--- src/source/enqueue_pkg.sv ---
package enqueue_pkg;

    ////////////////////////////////////////
    // queue set
    ////////////////////////////////////////

    // nf0 to nf3 plus the shared cpu/dma queue
    localparam int queue_num = 5;

    typedef logic [queue_num-1:0] queue_mask_t;
    typedef logic [2:0]           queue_idx_t;

    // every dma bit and any unmatched source lands here
    localparam queue_idx_t cpu_queue = 3'd4;

    ////////////////////////////////////////
    // metadata layout
    ////////////////////////////////////////

    localparam int tuser_width = 128;

    // one-hot fields, {dma, nf3, dma, nf2, dma, nf1, dma, nf0}
    localparam int src_pos = 16;
    localparam int dst_pos = 24;

    // only the lowest bit of the drop byte is looked at
    localparam int drop_pos = 32;

    ////////////////////////////////////////
    // cpu read port
    ////////////////////////////////////////

    // high nibble selects the source, low nibble the destination
    localparam int addr_width = 8;

    ////////////////////////////////////////
    // packet machine
    ////////////////////////////////////////

    typedef enum logic [1:0]
    {
        idle           = 2'd0,
        enqueue_sop    = 2'd1,
        enqueue_remain = 2'd2,
        drop           = 2'd3
    } eq_state_t;

endpackage

--- src/source/drop_counter_bank.sv ---
module drop_counter_bank
#(
    parameter int counter_width = 32
)
(
    input  logic                               axis_aclk,
    input  logic                               axis_resetn,
    input  logic                               count_en,
    input  enqueue_pkg::queue_idx_t            src_idx,
    input  enqueue_pkg::queue_mask_t           dst_mask,
    input  logic                               read_req,
    input  logic [enqueue_pkg::addr_width-1:0] read_addr,
    output logic [counter_width-1:0]           read_data,
    output logic                               read_valid
);

    import enqueue_pkg::*;

    localparam int nibble_width = addr_width / 2;

    // drop_cnt[s][d] counts drops from source s towards destination d
    logic [counter_width-1:0] drop_cnt [queue_num][queue_num];

    logic [nibble_width-1:0] src_nib;
    logic [nibble_width-1:0] dst_nib;
    queue_idx_t              src_sel;
    queue_idx_t              dst_sel;

    ////////////////////////////////////////
    // address decode
    ////////////////////////////////////////

    assign src_nib = read_addr[addr_width-1 -: nibble_width];
    assign dst_nib = read_addr[nibble_width-1:0];

    // anything past the last nf queue reads the cpu queue
    always_comb
    begin
        if (src_nib >= queue_num)
            src_sel = cpu_queue;
        else
            src_sel = queue_idx_t'(src_nib);

        if (dst_nib >= queue_num)
            dst_sel = cpu_queue;
        else
            dst_sel = queue_idx_t'(dst_nib);
    end

    ////////////////////////////////////////
    // counters
    ////////////////////////////////////////

    // one row per packet, a bit per destination, wraps on overflow
    always_ff @(posedge axis_aclk)
    begin
        if (!axis_resetn)
        begin
            for (int s = 0; s < queue_num; s++)
            begin
                for (int d = 0; d < queue_num; d++)
                begin
                    drop_cnt[s][d] <= '0;
                end
            end
        end
        else
        begin
            for (int d = 0; d < queue_num; d++)
            begin
                if (count_en && dst_mask[d])
                    drop_cnt[src_idx][d] <= drop_cnt[src_idx][d] + 1'b1;
            end
        end
    end

    ////////////////////////////////////////
    // read response
    ////////////////////////////////////////

    // value before any same-cycle increment
    always_ff @(posedge axis_aclk)
    begin
        if (!axis_resetn)
        begin
            read_data  <= '0;
            read_valid <= 1'b0;
        end
        else
        begin
            read_valid <= read_req;
            if (read_req)
                read_data <= drop_cnt[src_sel][dst_sel];
        end
    end

    // response comes exactly one cycle after the strobe
    read_latency: assert property (
        @(posedge axis_aclk) disable iff (!axis_resetn)
        (read_req |=> read_valid) and (!read_req |=> !read_valid)
    );

endmodule

--- src/source/enqueue_agent.sv ---
module enqueue_agent
#(
    parameter int counter_width = 32
)
(
    input  logic                                axis_aclk,
    input  logic                                axis_resetn,

    // packet stream from the pipeline
    input  logic                                s_axis_tvalid,
    output logic                                s_axis_tready,
    input  logic [enqueue_pkg::tuser_width-1:0] s_axis_tuser,
    input  logic                                s_axis_tlast,
    input  logic                                s_axis_tpifo_valid,

    // queue status
    input  enqueue_pkg::queue_mask_t            buffer_almost_full,
    input  enqueue_pkg::queue_mask_t            pifo_full,

    // per-queue controls
    output enqueue_pkg::queue_mask_t            ctl_pifo_in_en,
    output enqueue_pkg::queue_mask_t            ctl_buffer_wr_en,

    // drop counter access
    input  logic                                cpu_read_req,
    input  logic [enqueue_pkg::addr_width-1:0]  cpu_read_addr,
    output logic [counter_width-1:0]            cpu_read_data,
    output logic                                cpu_read_valid
);

    import enqueue_pkg::*;

    queue_mask_t dst_mask;
    queue_mask_t ready_mask;
    queue_idx_t  src_idx;
    logic        drop_flag;
    logic        count_en;

    ////////////////////////////////////////
    // metadata decode
    ////////////////////////////////////////

    port_decode u_port_decode
    (
        .tuser              (s_axis_tuser),
        .buffer_almost_full (buffer_almost_full),
        .pifo_full          (pifo_full),
        .dst_mask           (dst_mask),
        .ready_mask         (ready_mask),
        .src_idx            (src_idx),
        .drop_flag          (drop_flag)
    );

    ////////////////////////////////////////
    // packet control
    ////////////////////////////////////////

    enqueue_fsm u_enqueue_fsm
    (
        .axis_aclk    (axis_aclk),
        .axis_resetn  (axis_resetn),
        .tvalid       (s_axis_tvalid),
        .tlast        (s_axis_tlast),
        .tpifo_valid  (s_axis_tpifo_valid),
        .drop_flag    (drop_flag),
        .ready_mask   (ready_mask),
        .tready       (s_axis_tready),
        .pifo_in_en   (ctl_pifo_in_en),
        .buffer_wr_en (ctl_buffer_wr_en),
        .count_en     (count_en)
    );

    ////////////////////////////////////////
    // drop statistics
    ////////////////////////////////////////

    drop_counter_bank
    #(
        .counter_width (counter_width)
    )
    u_drop_counter_bank
    (
        .axis_aclk   (axis_aclk),
        .axis_resetn (axis_resetn),
        .count_en    (count_en),
        .src_idx     (src_idx),
        .dst_mask    (dst_mask),
        .read_req    (cpu_read_req),
        .read_addr   (cpu_read_addr),
        .read_data   (cpu_read_data),
        .read_valid  (cpu_read_valid)
    );

endmodule

--- src/source/enqueue_fsm.sv ---
module enqueue_fsm
(
    input  logic                     axis_aclk,
    input  logic                     axis_resetn,
    input  logic                     tvalid,
    input  logic                     tlast,
    input  logic                     tpifo_valid,
    input  logic                     drop_flag,
    input  enqueue_pkg::queue_mask_t ready_mask,
    output logic                     tready,
    output enqueue_pkg::queue_mask_t pifo_in_en,
    output enqueue_pkg::queue_mask_t buffer_wr_en,
    output logic                     count_en
);

    import enqueue_pkg::*;

    eq_state_t   state;
    eq_state_t   state_next;
    logic        tready_next;
    queue_mask_t pifo_en_next;
    queue_mask_t wr_en_next;
    logic        drop_pkt;
    logic        last_beat;

    // drop on request, when nothing has room, or without a pifo entry
    assign drop_pkt = drop_flag || (ready_mask == '0) || !tpifo_valid;

    assign last_beat = tvalid && tready && tlast;

    // single pulse, idle is left on the next edge
    assign count_en = (state == idle) && tvalid && drop_pkt;

    ////////////////////////////////////////
    // next state
    ////////////////////////////////////////

    always_comb
    begin
        state_next   = state;
        tready_next  = 1'b0;
        pifo_en_next = pifo_in_en;
        wr_en_next   = buffer_wr_en;

        case (state)
            idle:
            begin
                pifo_en_next = '0;
                wr_en_next   = '0;
                if (tvalid)
                begin
                    tready_next = 1'b1;
                    if (drop_pkt)
                        state_next = drop;
                    else
                        state_next = enqueue_sop;
                end
            end

            // header beat on the bus, open the queues that have room
            enqueue_sop:
            begin
                tready_next  = 1'b1;
                pifo_en_next = ready_mask;
                wr_en_next   = ready_mask;
                state_next   = enqueue_remain;
            end

            enqueue_remain:
            begin
                // one pifo entry per packet
                pifo_en_next = '0;
                if (last_beat)
                begin
                    wr_en_next = '0;
                    state_next = idle;
                end
                else
                begin
                    tready_next = 1'b1;
                end
            end

            // swallow beats up to eop
            drop:
            begin
                if (last_beat)
                    state_next = idle;
                else
                    tready_next = 1'b1;
            end
        endcase
    end

    ////////////////////////////////////////
    // registers
    ////////////////////////////////////////

    always_ff @(posedge axis_aclk)
    begin
        if (!axis_resetn)
        begin
            state        <= idle;
            tready       <= 1'b0;
            pifo_in_en   <= '0;
            buffer_wr_en <= '0;
        end
        else
        begin
            state        <= state_next;
            tready       <= tready_next;
            pifo_in_en   <= pifo_en_next;
            buffer_wr_en <= wr_en_next;
        end
    end

    ////////////////////////////////////////
    // checks
    ////////////////////////////////////////

    // a packet writes the pifo once
    pifo_single_cycle: assert property (
        @(posedge axis_aclk) disable iff (!axis_resetn)
        (pifo_in_en != '0) |=> (pifo_in_en == '0)
    );

    // pifo entries only go with a buffer write
    pifo_within_buffer: assert property (
        @(posedge axis_aclk) disable iff (!axis_resetn)
        (pifo_in_en & ~buffer_wr_en) == '0
    );

endmodule

--- src/source/port_decode.sv ---
module port_decode
(
    input  logic [enqueue_pkg::tuser_width-1:0] tuser,
    input  enqueue_pkg::queue_mask_t            buffer_almost_full,
    input  enqueue_pkg::queue_mask_t            pifo_full,
    output enqueue_pkg::queue_mask_t            dst_mask,
    output enqueue_pkg::queue_mask_t            ready_mask,
    output enqueue_pkg::queue_idx_t             src_idx,
    output logic                                drop_flag
);

    import enqueue_pkg::*;

    logic [7:0] src_field;
    logic [7:0] dst_field;

    assign src_field = tuser[src_pos +: 8];
    assign dst_field = tuser[dst_pos +: 8];

    ////////////////////////////////////////
    // destination folding
    ////////////////////////////////////////

    // even bits are the nf ports
    always_comb
    begin
        dst_mask = '0;
        for (int q = 0; q < 4; q++)
        begin
            dst_mask[q] = dst_field[2*q];
        end
        // odd bits all go to the cpu queue
        dst_mask[cpu_queue] = dst_field[1] | dst_field[3] | dst_field[5] | dst_field[7];
    end

    ////////////////////////////////////////
    // source index
    ////////////////////////////////////////

    // only a clean one-hot nf source gets its own index
    always_comb
    begin
        case (src_field)
            8'h01:   src_idx = 3'd0;
            8'h04:   src_idx = 3'd1;
            8'h10:   src_idx = 3'd2;
            8'h40:   src_idx = 3'd3;
            default: src_idx = cpu_queue;
        endcase
    end

    assign drop_flag = tuser[drop_pos];

    // queues that can take the packet right now
    assign ready_mask = dst_mask & ~buffer_almost_full & ~pifo_full;

    ////////////////////////////////////////
    // checks
    ////////////////////////////////////////

    // the counter bank indexes its rows with this
    always_comb
    begin
        src_idx_range: assert (src_idx <= cpu_queue)
        else
            $error("src_idx out of range: %0d", src_idx);
    end

endmodule
--- config.mk ---
export PLATFORM = sky130hd
export DESIGN_NAME = enqueue_agent
export DESIGN_NICKNAME = d
export VERILOG_FILES = /design/src/source/enqueue_pkg.sv /design/src/source/drop_counter_bank.sv /design/src/source/enqueue_agent.sv /design/src/source/enqueue_fsm.sv /design/src/source/port_decode.sv
export SDC_FILE = /design/constraint.sdc
export NUM_CORES = 2
export LEC_CHECK = 0
export ABC_AREA = 1
export BUFFER_PORTS_ARGS = -buffer_cell sky130_fd_sc_hd__buf_2
export CELL_PAD_IN_SITES_DETAIL_PLACEMENT = 0
export CELL_PAD_IN_SITES_GLOBAL_PLACEMENT = 2
export CORE_MARGIN = 2
export CORE_UTILIZATION = 41
export DETAILED_ROUTE_END_ITERATION = 12
export GPL_TIMING_DRIVEN = 1
export PLACE_DENSITY_LB_ADDON = 0.2
export SYNTH_ARGS = -nofsm -noshare
export SYNTH_HDL_FRONTEND = slang
export SYNTH_HIERARCHICAL = 1
export SYNTH_SLANG_ARGS = --single-unit
--- constraint.sdc ---
create_clock -name axis_aclk -period 7.65 [get_ports axis_aclk]
set_clock_uncertainty 0.15 [all_clocks]
set_input_delay 1.1475 -clock axis_aclk [delete_from_list [all_inputs] [get_ports axis_aclk]]
set_output_delay 1.1475 -clock axis_aclk [all_outputs]
set_load 0.02 [all_outputs]
==> flow_metrics.env <==
export IMPL_drt_pass1_iter_count=6
export IMPL_synthToLayoutAreaGrowth_pct=10.08
export IMPL_grt_pass1_wl_um=404100
export IMPL_antenna_found_initial=10
export IMPL_hold_buffers=0
export IMPL_ys_seq_area_share_pct=52.53
export IMPL_worstMarginPinSlew_ps=1254
export IMPL_ys_ff_latch=1326
export IMPL_worstPathArrival_ps=5350
export IMPL_final_core_util_pct=45.54
export IMPL_drv_slew=0
export IMPL_die_h_um=431.5
export IMPL_clock_latency_ps=830
export IMPL_vias_per_cell=5.318
export IMPL_post_cts_buffers=0
export IMPL_rsz0062_at_grt="false"
export IMPL_routed_wl_um=277700
export IMPL_fin_nets=9805
export IMPL_wire_per_inst_um=22.85
export IMPL_root_buffer="clkbuf_16"
export IMPL_dieWidth_um=431.5
export IMPL_final_hold_viol_count=0
export IMPL_critPathMaxFanout=86
export IMPL_min_path_type="register to register"
export IMPL_vias=64634
export IMPL_synth_top_area_cell="edfxtp_1"
export IMPL_power_frac_clock_pct=41.3
export IMPL_syn_area_um2=74930
export IMPL_clkTransAtPathRegs_ps=50
export IMPL_clkSinkCount=1326
export IMPL_fmax_mhz=200.7
export IMPL_yosysTopAreaCellShare_pct=51.30
export IMPL_syn_instance_count=9795
export IMPL_drt_iter0_markers=6426
export IMPL_grt_pass1_vias=60927
export IMPL_rows=156
export IMPL_seqPwrFrac_pct=46.8
export IMPL_start_util_pct=41.37
export IMPL_port_buffers=84
export IMPL_synth_fp_nets=9952
export IMPL_dpl_instance_area_um2=77470
export IMPL_ir_drop_v=0.0002142
export IMPL_power_switching_w=0.004848
export IMPL_cts_resized=0
export IMPL_yosys_warnings=6
export IMPL_core_um2=181100
export IMPL_ant_nets=0
export IMPL_path_class="input port to register"
export IMPL_dp_hpwl_um=169500
export IMPL_yosys_top_cells_area="edfxtp_1 (51%), nand2_1 (16%), inv_1 (7.1%), nand3_1 (6.7%), nor2_1 (6.4%)"
export IMPL_max_cap_violations=0
export IMPL_switching_share_pct=27.18
export IMPL_min_period_ps=4982
export IMPL_relSlewSlack_pct=16.43
export IMPL_end_kind="register"
export IMPL_cts_tree="yes"
export IMPL_whs_ps=317.7
export IMPL_tns_ps=0
export IMPL_clockBufferDepth=3
export IMPL_yosysUniqueCellTypes=37
export IMPL_power_density_nw_per_um2=216.2
export IMPL_gr_total_overflow=0
export IMPL_numCtsBuffers=159
export IMPL_start_kind="input port"
export IMPL_grtUsageTotal_pct=29.41
export IMPL_layout_drive_gt1_share_pct=5.603
export IMPL_leakage_nw=36.90
export IMPL_status="finished clean"
export IMPL_pwr_share_comb_pct=12.0
export IMPL_grt_max_degree=181
export IMPL_design_die_area_um2=186200
export IMPL_drc=0
export IMPL_io_pins=196
export IMPL_internal_power_w=0.01299
export IMPL_cts_max_level=4
export IMPL_critical_path_required_ps=8020
export IMPL_synth_avg_cell_area_um2=7.650
export IMPL_fin_area_um2=82480
export IMPL_finalCritPeriodShare_pct=65.13
export IMPL_setup_viol=0
export IMPL_gp_congestion=0.9030
placed cells by master, fill, tap and decap left out, drive strengths merged, types with 32 or more instances in the layout:
cell    count
a21oi     270
buf       238
clkbuf    216
clkinv     63
dfxtp      46
edfxtp   1280
inv      1448
nand2    3245
nand3    1010
nand4      32
nor2     1285
o211ai    194
o21ai     352
power by group through the flow:
| stage | Combinational, W | Sequential [W] | Clock, W |
|---|---|---|---|
| CTS | 0.00211 | 0.00834 | 0.00750 |
| global placement | 0.00209 | 0.00848 | 0 |
| finish | 0.00214 | 0.00834 | 0.00736 |
| floorplan | 0.00125 | 0.00848 | 0 |
| global route | 0.00233 | 0.00836 | 0.00777 |
| detailed placement | 0.00210 | 0.00849 | 0 |
metal layers:
layer	vias up	part of all wire (%)	global-route usage, %
li1	30914	-	-
met1	31017	43	39.64
met2	2276	47	48.54
met3	427	7.0	4.037
met4	0	3.4	10.24
met5	-	0	0
stage by stage:
| step | worst slack, ps | std cells | power (W) |
|---|---|---|---|
| floorplan | 2727 | 9795 | 0.009734 |
| global placement | 1904 | 11857 | 0.01057 |
| detailed placement | 1917 | 11857 | 0.01059 |
| CTS | 2778 | 12151 | 0.01795 |
| global route | 2274 | 12152 | 0.01847 |
| finish | 2668 | 12154 | 0.01784 |
worst paths after layout:
path,cells past startpoint,slack [ps],end,start
worst max register to register,11,3250,u_drop_counter_bank/drop_cnt[7][85],u_enqueue_fsm/state[0]
worst max-delay path,21,2670,u_drop_counter_bank/drop_cnt[4][46],s_axis_tuser[16]
worst min-delay path,2,320,u_enqueue_fsm/pifo_in_en[3],u_enqueue_fsm/pifo_in_en[3]
worst min register to register,2,320,u_enqueue_fsm/pifo_in_en[3],u_enqueue_fsm/pifo_in_en[3]
cell usage after synthesis, drive strengths merged:
library cell,n
clkinv,3
a32o,4
dfxtp,46
clkbuf,242
a21oi,270
nor2,1285
o211ai,194
or2,7
nand3b,9
nand4,32
nor3,12
ha,5
nand2,3245
nor4,1
o31ai,1
a211oi,9
buf,304
a41oi,1
and2,3
inv,1443
o21ai,352
a21boi,4
edfxtp,1280
nor3b,5
nand3,1010
a31oi,28
cell families after synthesis:
kind of cell,count (synthesis),synth area share [%]
DFF,1326,52.53
buffers and inverters,1992,10.64
and+or+nand+nor,5609,30.20
adders and majority gates,5,0.08349
AOI/OAI and AO/OA,863,6.551
critical path: stages:
cell and delay (ps):
buf_2 90, inv_1 40, nand2_2 90, nor2_4 50, nand2_2 130, nand2_4 370
inv_8 690, buf_4 580, nand2_1 100, nand2_1 80, nand2_1 60, nand2_1 80
nand2_1 50, nand2_1 150, nand2_1 90, nor2_1 240, nand2_1 160, nor2_1 370
inv_1 90, o21ai_1 420, inv_1 170
layout make-up:
type	instances	area, um2
Sequential cell	1326	39360
Antenna cell	3	7.507
Inverter	1446	5470
Clock buffer	216	4315
Multi-Input combinational cell	6477	27810
Fill cell	18079	98650
Timing Repair Buffer	238	1864
Clock inverter	78	689.4
Tap cell	2370	2965
flip-flops by register name (all words and copies together) (netlist names):
name,count
u_enqueue_fsm/tready,1
u_enqueue_fsm/pifo_in_en,5
u_enqueue_fsm/state,2
u_drop_counter_bank/read_data,32
u_drop_counter_bank/read_valid,1
u_enqueue_fsm/buffer_wr_en,5
u_drop_counter_bank/drop_cnt,1280
No activity file was read; power rests on OpenSTA's default activity.
